<file path="src/hdl/busPkg.sv">
`default_nettype none

package busPkg;

    // byte address carried on every port
    localparam int ADDR_WIDTH = 32;

    // one full bus word, no byte selects
    localparam int DATA_WIDTH = 32;

    // bytes per word, used to turn byte addresses into word indices
    localparam int WORD_BYTES = DATA_WIDTH / 8;

    typedef logic [ADDR_WIDTH-1:0] addrT;
    typedef logic [DATA_WIDTH-1:0] dataT;

endpackage

`default_nettype wire

</file>
<file path="src/hdl/memMapPkg.sv">
`default_nettype none

package memMapPkg;

    // start of the on-chip SRAM region
    localparam busPkg::addrT SRAM_BASE = 32'h1000_0000;

    // largest SRAM the region can hold, in words
    localparam int SRAM_WORDS_MAX = 1024;

    // first byte address past the region
    localparam busPkg::addrT SRAM_LIMIT =
        SRAM_BASE + busPkg::addrT'(SRAM_WORDS_MAX * busPkg::WORD_BYTES);

    // everything outside [SRAM_BASE, SRAM_LIMIT) is unmapped

endpackage

`default_nettype wire

</file>
<file path="src/hdl/memSubsysTop.sv">
`timescale 1ns/1ps
`default_nettype none

module memSubsysTop
    import busPkg::*;
#(
    parameter int WAIT_STATES = 2,
    parameter int DEPTH       = 64
) (
    input  logic clk,
    input  logic rst_i,
    input  logic req_i,
    input  logic we_i,
    input  addrT addr_i,
    input  dataT wdata_i,
    output logic ack_o,
    output logic err_o,
    output dataT rdata_o
);

    // manager to decoder, adr/we/data also fan out to the SRAM
    logic wbCyc;
    logic wbStb;
    logic wbWe;
    addrT wbAdr;
    dataT wbDatW;

    // decoder back to manager
    logic wbAck;
    logic wbErr;
    dataT wbDatR;

    // decoder to SRAM
    logic sramStb;
    logic sramAck;
    dataT sramDat;

    wbManager wbManager_i (
        .clk    (clk),
        .rst_i  (rst_i),
        .req_i  (req_i),
        .we_i   (we_i),
        .addr_i (addr_i),
        .wdata_i(wdata_i),
        .ack_o  (ack_o),
        .err_o  (err_o),
        .rdata_o(rdata_o),
        .wbCyc_o(wbCyc),
        .wbStb_o(wbStb),
        .wbWe_o (wbWe),
        .wbAdr_o(wbAdr),
        .wbDat_o(wbDatW),
        .wbDat_i(wbDatR),
        .wbAck_i(wbAck),
        .wbErr_i(wbErr)
    );

    wbDecoder wbDecoder_i (
        .wbCyc_i  (wbCyc),
        .wbStb_i  (wbStb),
        .wbAdr_i  (wbAdr),
        .wbAck_o  (wbAck),
        .wbErr_o  (wbErr),
        .wbDat_o  (wbDatR),
        .sramStb_o(sramStb),
        .sramAck_i(sramAck),
        .sramDat_i(sramDat)
    );

    sramSlave #(
        .WAIT_STATES(WAIT_STATES),
        .DEPTH      (DEPTH)
    ) sramSlave_i (
        .clk  (clk),
        .rst_i(rst_i),
        .stb_i(sramStb),
        .we_i (wbWe),
        .adr_i(wbAdr),
        .dat_i(wbDatW),
        .ack_o(sramAck),
        .dat_o(sramDat)
    );

endmodule

`default_nettype wire

</file>
<file path="src/hdl/sramSlave.sv">
`timescale 1ns/1ps
`default_nettype none

module sramSlave
    import busPkg::*;
    import memMapPkg::*;
#(
    parameter int WAIT_STATES = 2,
    parameter int DEPTH       = 64
) (
    input  logic clk,
    input  logic rst_i,
    input  logic stb_i,
    input  logic we_i,
    input  addrT adr_i,
    input  dataT dat_i,
    output logic ack_o,
    output dataT dat_o
);

    localparam int IW = (DEPTH > 1) ? $clog2(DEPTH) : 1;

    dataT          mem [DEPTH];
    addrT          wordAddr;
    logic [IW-1:0] index;
    logic          hit;

    // word offset into the region, folded onto the built depth
    assign wordAddr = (adr_i - SRAM_BASE) >> $clog2(WORD_BYTES);
    assign index    = IW'(wordAddr % DEPTH);

    waitCounter #(
        .WAIT_STATES(WAIT_STATES)
    ) waitCounter_i (
        .clk   (clk),
        .rst_i (rst_i),
        .run_i (stb_i),
        .done_o(hit)
    );

    // one ack per strobe, the counter only fires again after stb drops
    always_ff @(posedge clk) begin
        if (rst_i) begin
            ack_o <= 1'b0;
        end else begin
            ack_o <= hit;
        end
    end

    always_ff @(posedge clk) begin
        if (hit) begin
            if (we_i) begin
                mem[index] <= dat_i;
            end else begin
                dat_o <= mem[index];
            end
        end
    end

endmodule

`default_nettype wire

</file>
<file path="src/hdl/waitCounter.sv">
`timescale 1ns/1ps
`default_nettype none

module waitCounter #(
    parameter int WAIT_STATES = 2
) (
    input  logic clk,
    input  logic rst_i,
    input  logic run_i,
    output logic done_o
);

    // one count past WAIT_STATES so the counter can park after done
    localparam int CW = $clog2(WAIT_STATES + 2);
    localparam logic [CW-1:0] LAST = CW'(WAIT_STATES);

    logic [CW-1:0] count;

    always_ff @(posedge clk) begin
        if (rst_i || !run_i) begin
            count <= '0;
        end else if (count <= LAST) begin
            count <= count + 1'b1;
        end
    end

    // high for a single cycle per run
    assign done_o = run_i && (count == LAST);

endmodule

`default_nettype wire

</file>
<file path="src/hdl/wbDecoder.sv">
`timescale 1ns/1ps
`default_nettype none

module wbDecoder
    import busPkg::*;
    import memMapPkg::*;
(
    // from the manager
    input  logic wbCyc_i,
    input  logic wbStb_i,
    input  addrT wbAdr_i,

    // back to the manager
    output logic wbAck_o,
    output logic wbErr_o,
    output dataT wbDat_o,

    // SRAM slave
    output logic sramStb_o,
    input  logic sramAck_i,
    input  dataT sramDat_i
);

    logic access;
    logic sramHit;

    assign access  = wbCyc_i && wbStb_i;
    assign sramHit = (wbAdr_i >= SRAM_BASE) && (wbAdr_i < SRAM_LIMIT);

    // strobe only reaches the SRAM for mapped addresses
    assign sramStb_o = access && sramHit;

    // unmapped gets an immediate error, no slave is involved
    assign wbErr_o = access && !sramHit;

    // only one slave, so return path is just the SRAM
    assign wbAck_o = sramAck_i;
    assign wbDat_o = sramDat_i;

endmodule

`default_nettype wire

</file>
<file path="src/hdl/wbManager.sv">
`timescale 1ns/1ps
`default_nettype none

module wbManager
    import busPkg::*;
(
    input  logic clk,
    input  logic rst_i,

    // requester side, four-phase req/ack
    input  logic req_i,
    input  logic we_i,
    input  addrT addr_i,
    input  dataT wdata_i,
    output logic ack_o,
    output logic err_o,
    output dataT rdata_o,

    // bus side
    output logic wbCyc_o,
    output logic wbStb_o,
    output logic wbWe_o,
    output addrT wbAdr_o,
    output dataT wbDat_o,
    input  dataT wbDat_i,
    input  logic wbAck_i,
    input  logic wbErr_i
);

    typedef enum logic [1:0] {
        IDLE,
        BUS,
        RESPOND
    } stateT;

    stateT state;
    logic  reqTaken;
    logic  busDone;

    assign reqTaken = (state == IDLE) && req_i;
    // a response only counts once the cycle is actually on the bus
    assign busDone  = (state == BUS) && wbCyc_o && (wbAck_i || wbErr_i);

    always_ff @(posedge clk) begin
        if (rst_i) begin
            state   <= IDLE;
            ack_o   <= 1'b0;
            err_o   <= 1'b0;
            wbCyc_o <= 1'b0;
            wbStb_o <= 1'b0;
        end else begin
            case (state)
                IDLE: begin
                    if (req_i) begin
                        state <= BUS;
                    end
                end
                BUS: begin
                    if (!wbCyc_o) begin
                        // open the cycle one edge after capture
                        wbCyc_o <= 1'b1;
                        wbStb_o <= 1'b1;
                    end else if (busDone) begin
                        wbCyc_o <= 1'b0;
                        wbStb_o <= 1'b0;
                        ack_o   <= 1'b1;
                        err_o   <= wbErr_i;
                        state   <= RESPOND;
                    end
                end
                RESPOND: begin
                    // hold the response as long as the requester keeps req high
                    if (!req_i) begin
                        ack_o <= 1'b0;
                        err_o <= 1'b0;
                        state <= IDLE;
                    end
                end
                default: begin
                    state <= IDLE;
                end
            endcase
        end
    end

    // request and response payload
    always_ff @(posedge clk) begin
        if (reqTaken) begin
            wbWe_o  <= we_i;
            wbAdr_o <= addr_i;
            wbDat_o <= wdata_i;
        end
        if (busDone) begin
            rdata_o <= wbErr_i ? '0 : wbDat_i;
        end
    end

endmodule

`default_nettype wire

</file>
<file path="config.mk">
export PLATFORM = sky130hd
export DESIGN_NAME = memSubsysTop
export DESIGN_NICKNAME = d
export VERILOG_FILES = /design/src/hdl/busPkg.sv /design/src/hdl/memMapPkg.sv /design/src/hdl/memSubsysTop.sv /design/src/hdl/sramSlave.sv /design/src/hdl/waitCounter.sv /design/src/hdl/wbDecoder.sv /design/src/hdl/wbManager.sv
export SDC_FILE = /design/constraint.sdc
export NUM_CORES = 2
export LEC_CHECK = 0
export ABC_CLOCK_PERIOD_IN_PS = 6600
export BUFFER_PORTS_ARGS = -buffer_cell sky130_fd_sc_hd__buf_2
export CORE_AREA = 2 2 580 582
export CTS_BUF_LIST = sky130_fd_sc_hd__clkbuf_4
export CTS_CLUSTER_DIAMETER = 30
export DETAILED_ROUTE_END_ITERATION = 7
export DIE_AREA = 0 0 582 584
export PLACE_DENSITY = 0.43
export REMOVE_ABC_BUFFERS = 1
export SLEW_MARGIN = 30
export SYNTH_ARGS = -nofsm -noshare
export SYNTH_HDL_FRONTEND = slang
export SYNTH_SLANG_ARGS = --single-unit
</file>
<file path="constraint.sdc">
create_clock -name clk -period 6.6 [get_ports clk]
set_input_delay 0.66 -clock clk [delete_from_list [all_inputs] [get_ports clk]]
set_output_delay 0.66 -clock clk [all_outputs]
set_load 0.01 [all_outputs]
</file>
* Yosys cells after proc, flatten, opt, wreduce, memory -nomap -nowiden
Memory sizes are Yosys's and may differ from the RTL's. A register that Yosys moved wholly into a read port is not among the register bits.
Cells that the tools add are included.
** Storage, ports and cells
- Word-level logic and storage cells :: 63
- Memories :: 1
- RAM bits :: 2048
- Output and inout port bits :: 34
- Flip-flop bits (word level) :: 106
** Operators by class
- Reduce and logical (&&, ||, !) cells :: 18
- Equal/unequal tests :: 8
- Muxes and demuxes :: 19
- Add/sub/neg operators :: 2
- Bitwise gates (word level) :: 1
- Magnitude comparators :: 3
** Memory list
- sramSlave_i.mem :: words 64, width 32, read ports 1, clocked after memory_dff 1, wr ports 1, line sramSlave.sv:23 : dataT mem [DEPTH];
** Operators by type and width (number)
- $ge A32 B29 Y1 const B :: 1
- $lt A32 B29 Y1 const B :: 1
- $mux W1 :: 12
- $logic_and A1 B1 Y1 :: 8
- $mux W2 :: 4
- $reduce_and A4 Y1 :: 2
- $sub A8 B1 Y8 const B :: 1
- $ne A2 B2 Y1 const B :: 3
- $pmux W2 S3 :: 1
- $eq A2 B2 Y1 const B :: 2
- $ne A2 B1 Y1 const B :: 2
- $pmux W1 S2 :: 2
- $reduce_and A2 Y1 :: 2
- $add A2 B1 Y2 const B :: 1
- $eq A2 B1 Y1 const B :: 1
- $le A2 B2 Y1 const B :: 1
- $logic_not A1 Y1 :: 2
- $logic_not A2 Y1 :: 1
- $logic_or A1 B1 Y1 :: 2
- $reduce_bool A2 Y1 :: 1
- $not A1 Y1 :: 1

* Logic depth before layout (Yosys ltp)
- Depth after elaboration :: 9
- Mapped depth :: 12
- Mapped depth without buffers :: 6

* Cells and area by module
A second synthesis with hierarchy kept.
** Second synthesis, totals
- Cells, all modules :: 4515
- Area, all modules :: 82286.4 um2
** Modules (own cells, without submodules)
- sramSlave :: area each 78460.2 um2, cells an instance 4300, instances 1, seq. area each 62479.9 um2
- wbManager :: area each 3380.7 um2, cells an instance 160, instances 1, seq. area each 3032.9 um2
- wbDecoder :: area each 332.8 um2, cells an instance 43, instances 1, seq. area each 0.0 um2
- waitCounter :: area each 112.6 um2, cells an instance 12, instances 1, seq. area each 40.0 um2

* Least setup slack after synthesis
Ideal clock, no wire load.
- Path kind :: input-to-reg
- Start point :: in req_i
- End point :: reg wbManager_i.wbAdr_o[12] (enable)
- Setup time :: 563 ps
- Cell stages on the path :: 1
- Arrival :: 4989 ps
- Setup slack :: 1048 ps
- Buffers on the path :: 0
- Cell sequence :: nor3b_1
** Between the ends
- Word-level cells in the longest chain between the ends :: 1
** RTL lines
- start: declaration :: line memSubsysTop.sv:12 : input logic req_i,
- $logic_and A1 B1 Y1 :: line wbManager.sv:40 : assign reqTaken = (state == IDLE) && req_i;
- end signal: assignment :: line wbManager.sv:90 : wbAdr_o <= addr_i;
- end: declaration :: line wbManager.sv:23 : output addrT wbAdr_o,
No other way between the ends.
A chain may end at the register's enable or synchronous reset.

* Worst setup path in the final report
- Start point :: reg wbManager_i.wbAdr_o[4]
- End point :: reg sramSlave_i.dat_o[29] (read register of sramSlave_i.mem) (data pin)
** Between the ends
- Word-level cells in the longest chain between the ends :: 5
** RTL lines
- $ge A32 B29 Y1 or $lt A32 B29 Y1 (tied branches) :: line wbDecoder.sv:28 : assign sramHit = (wbAdr_i >= SRAM_BASE) && (wbAdr_i < SRAM_LIMIT);
- $logic_and A1 B1 Y1 :: line wbDecoder.sv:28
- $logic_and A1 B1 Y1 :: line wbDecoder.sv:31 : assign sramStb_o = access && sramHit;
- $logic_and A1 B1 Y1 :: line waitCounter.sv:28 : assign done_o = run_i && (count == LAST);
- $reduce_and A2 Y1 (no line)
- end: declaration :: line sramSlave.sv:18 : output dataT dat_o
Parallel ways exist; a longest one is shown, timed or not.

==> summary.md <==
| Metric | Value |
|---|---|
| Share of the synthesized area in the top cell type | roughly four fifths |
| Min Tclk post-route | around 4.5 ns |
| Number of core rows | 212 |
| Worst setup SP type | register |
| Crit path to | sramSlave_i.dat_o[29] |
| Syn_area_per_cell | 18.8 µm² |
| Critical Path Start | wbManager_i.wbAdr_o[4] |
| CTS Buf Count | 597 |
| Final slew viol count | 0 |
| Met3 Wirelength | ~23 mm |
| Fin Hold WS | 0.158 ns |
| Clock skew | 0.126 ns |
| Core Area | roughly 330000 µm² |
| Final TNS setup | 0 ns |
| Slew headroom | approximately 28% |
| Seq/Total Area, Yosys | between 70% and 80% |
| GRT Total Usage | around 17% |
| Unrepaired setup endpoints after global routing | false |
| Final worst-path cycle share | 67.9% |
| GR Overflow Total | 0 |
| Met2 wire len | around 140 mm |
| WL final | just over 300 mm |
| Initial antenna violation count | 28 |
| Worst R2R Path Depth | 8 |
| Die area | around 340000 µm² |
| Worst reg-to-reg setup slack | roughly 2.1 ns |
| Max clock buf depth | 4 |
| Root Buffer | clkbuf_4 |
| Commonest non-fill, non-tap cell in the layout | edfxtp_1 |
| TritonRoute pass-1 iters | 6 |
| Synth Warn # | 0 |
| Crit. End Element | register |
| Wire per inst | 30.2 µm |
| CTS tree | built |
| Synthesis-stage register bit count | between 2000 and 2500 |
| Max Clock Freq | ~0.22 GHz |
| Vias after detailed routing | 49000 |
| Setup violators final | 0 |
| First-pass GRT wire length | 410 mm |
| Cell leakage power | 31.9 nW |
| Hold buffers post-CTS | around 120 |
| Number of enable flip-flop cells after synthesis | around 2200 |
| Top layer in use | met5 |
| WS Path Type | register to register |
| Clock Latency Late Sink | between 1 and 1.5 ns |
| Most area-hungry cell type in the Yosys netlist | edfxtp_1 |
| Peak VDD IR | roughly 0.14 mV |
| Synth cell types | 74 |
| DRC Markers | 0 |
| Number of setup buffers added after CTS | 0 |
| Via density per instance | slightly below 5 |
| Die width | ~580 µm |
| WP data required | 7.66 ns |
| Outcome | complete, no violations |
| ANT nets after route | 0 |
| Vias in the first global route | about 49000 |
| Layout Nets | 5242 |
| Metal-1 WL | 127 mm |
| H-tree depth | 6 |
| HP Class | input pin to register |
| Max-cap viol count | 0 |
| Sink Count | between 2000 and 2500 |
| Initial drt markers | approximately 5000 |
| Port Buf Inserts | 95 |
| Share of cells above drive strength 1 | between 20% and 30% |
| Reg2reg end | sramSlave_i.dat_o[29] |
| Ys flop type | edfxtp_1 |
| Reg clk slew, reported paths | approximately 0.060 ns |
| Critical Path Fanout Max | 43 |
| Arr. time, crit path | roughly 5.5 ns |
| Initial Util | 24.9% |
| Pwr/cell area | 299 nW/µm² |
| IO Pins | between 100 and 150 |
| Netlist Area Pre-Place | around 83000 µm² |
| Die Height | 584 µm |
| Top cells by area, synth | edfxtp_1 79%, mux2i_1 3.3%, mux4_2 3.0% |
| Hpwl dp | 173 mm |
| Endpoints failing hold | 0 |
| Post-synthesis cell count | between 4000 and 5000 |
| Placer Congestion | ~0.8 |
| Asr flop ratio synth | 0% |
| Most frequent cells in the layout | 2171 x edfxtp_1, 859 x clkbuf_4, 270 x mux2i_1, 235 x a221oi_1, 209 x buf_4 |
| Worst-Margin Slew | about 1.1 ns |
| R2R Path Start | wbManager_i.wbAdr_o[4] |
| Largest net degree at the start of global routing | 114 |
| Area grow syn2layout | 19.5% |
| CTS resizes | 0 |
[cell usage after synthesis, drive strengths merged, types with 14 or more instances]
cell and number:
mux2i 270, o221ai 14, o21ai 107, a211oi 16
a222oi 15, mux2 166, edfxtp 2171, a22oi 145
and2 37, mux4 110, buf 210, o22ai 122
a22o 39, nand3 20, a21oi 132, a31oi 23
nor3 19, a221o 34, clkbuf 85, a221oi 236
nand2 91, o2bb2ai 18, nor2 190
[cell type report]
type / count / area, µm²
Timing Repair Buffer: 459 / 3960
Multi-Input combinational cell: 1927 / 16600
Inverter: 7 / 38.8
Tap cell: 4387 / 5490
Clock inverter: 157 / 1200
Clock buffer: 858 / 6440
Sequential cell: 2180 / 65400
Antenna cell: 17 / 42.5
Fill cell: 32900 / 234000
[worst max-delay path: stages, from the launching register on]
cell and delay [ns]:
edfxtp_1 0.69, buf_4 0.38, and2_4 0.49, buf_12 0.37
a221oi_1 0.34, nor2_1 0.10, o21ai_0 0.76, o21ai_0 0.54
or4_1 0.53
[stage by stage]
stage / cells / worst slack, ns / power (W) / utilization [%] / instance area [µm²]
2_1_floorplan: 4114 / -13.99 / 0.0167 / - / 81400
3_3_place_gp: 8836 / 2.13 / 0.0174 / 27.1 / 90200
3_5_place_dp: 8842 / 2.09 / 0.0175 / 27.1 / 90300
4_1_cts: 9974 / 2.08 / 0.0300 / 29.8 / 99100
5_1_grt: 9985 / 2.14 / 0.0307 / 29.8 / 99200
6_report: 9992 / 2.12 / 0.0297 / 29.8 / 99200
[routing by layer]
layer  global-route usage (%)  up-vias
met1                     23.1    26000
met4                     6.04        4
met3                     3.27      459
li1                         -    20300
met2                     28.1     2237
met5                        0        -
[logic make-up after synthesis]
| family | after synthesis | synth area share [%] |
|---|---|---|
| adders and majority gates | 2 | 0.0301 |
| buffers and inverters | 302 | 1.99 |
| muxes | 546 | 8.50 |
| AOI/OAI and AO/OA | 948 | 8.32 |
| and+or+nand+nor | 430 | 2.40 |
| DFF | 2180 | 78.8 |
| xor gates and xnor gates | 1 | 0.0106 |
[report_power, final]
part,total [W],switching (W),internal [W]
Sequential,0.0153,0.0000155,0.0153
Clock,0.0124,0.00570,0.00674
Combinational,0.00193,0.00140,0.000532
Total,0.0297,0.00711,0.0226
[worst min-delay path by stage]
| stage | start | endpoint | slack [ns] | cells after the start |
|---|---|---|---|---|
| 6_report | addr_i[4] | wbManager_i.wbAdr_o[4] | 0.16 | 2 |
| 5_1_grt | addr_i[4] | wbManager_i.wbAdr_o[4] | 0.12 | 2 |
| 4_1_cts | rst_i | sramSlave_i.waitCounter_i.count[1] | 0.01 | 3 |
| 3_5_place_dp | wbManager_i.ack_o | wbManager_i.ack_o | 0.45 | 2 |
| 3_3_place_gp | wbManager_i.ack_o | wbManager_i.ack_o | 0.46 | 2 |
| 2_1_floorplan | wbManager_i.ack_o | wbManager_i.ack_o | 0.47 | 2 |
[state kept, by name (all words and copies together), names as in the netlist]
| signal | count |
|---|---|
| wbManager_i.err_o | 1 |
| sramSlave_i.waitCounter_i.count | 2 |
| wbManager_i.rdata_o | 32 |
| wbManager_i.state | 2 |
| wbManager_i.wbCyc_o | 1 |
| sramSlave_i.mem | 2048 |
| wbManager_i.wbStb_o | 1 |
| sramSlave_i.ack_o | 1 |
| wbManager_i.wbDat_o | 32 |
| wbManager_i.ack_o | 1 |
| sramSlave_i.dat_o | 32 |
| wbManager_i.wbAdr_o | 26 |
| wbManager_i.wbWe_o | 1 |
Power figures use the tool's default switching activity.
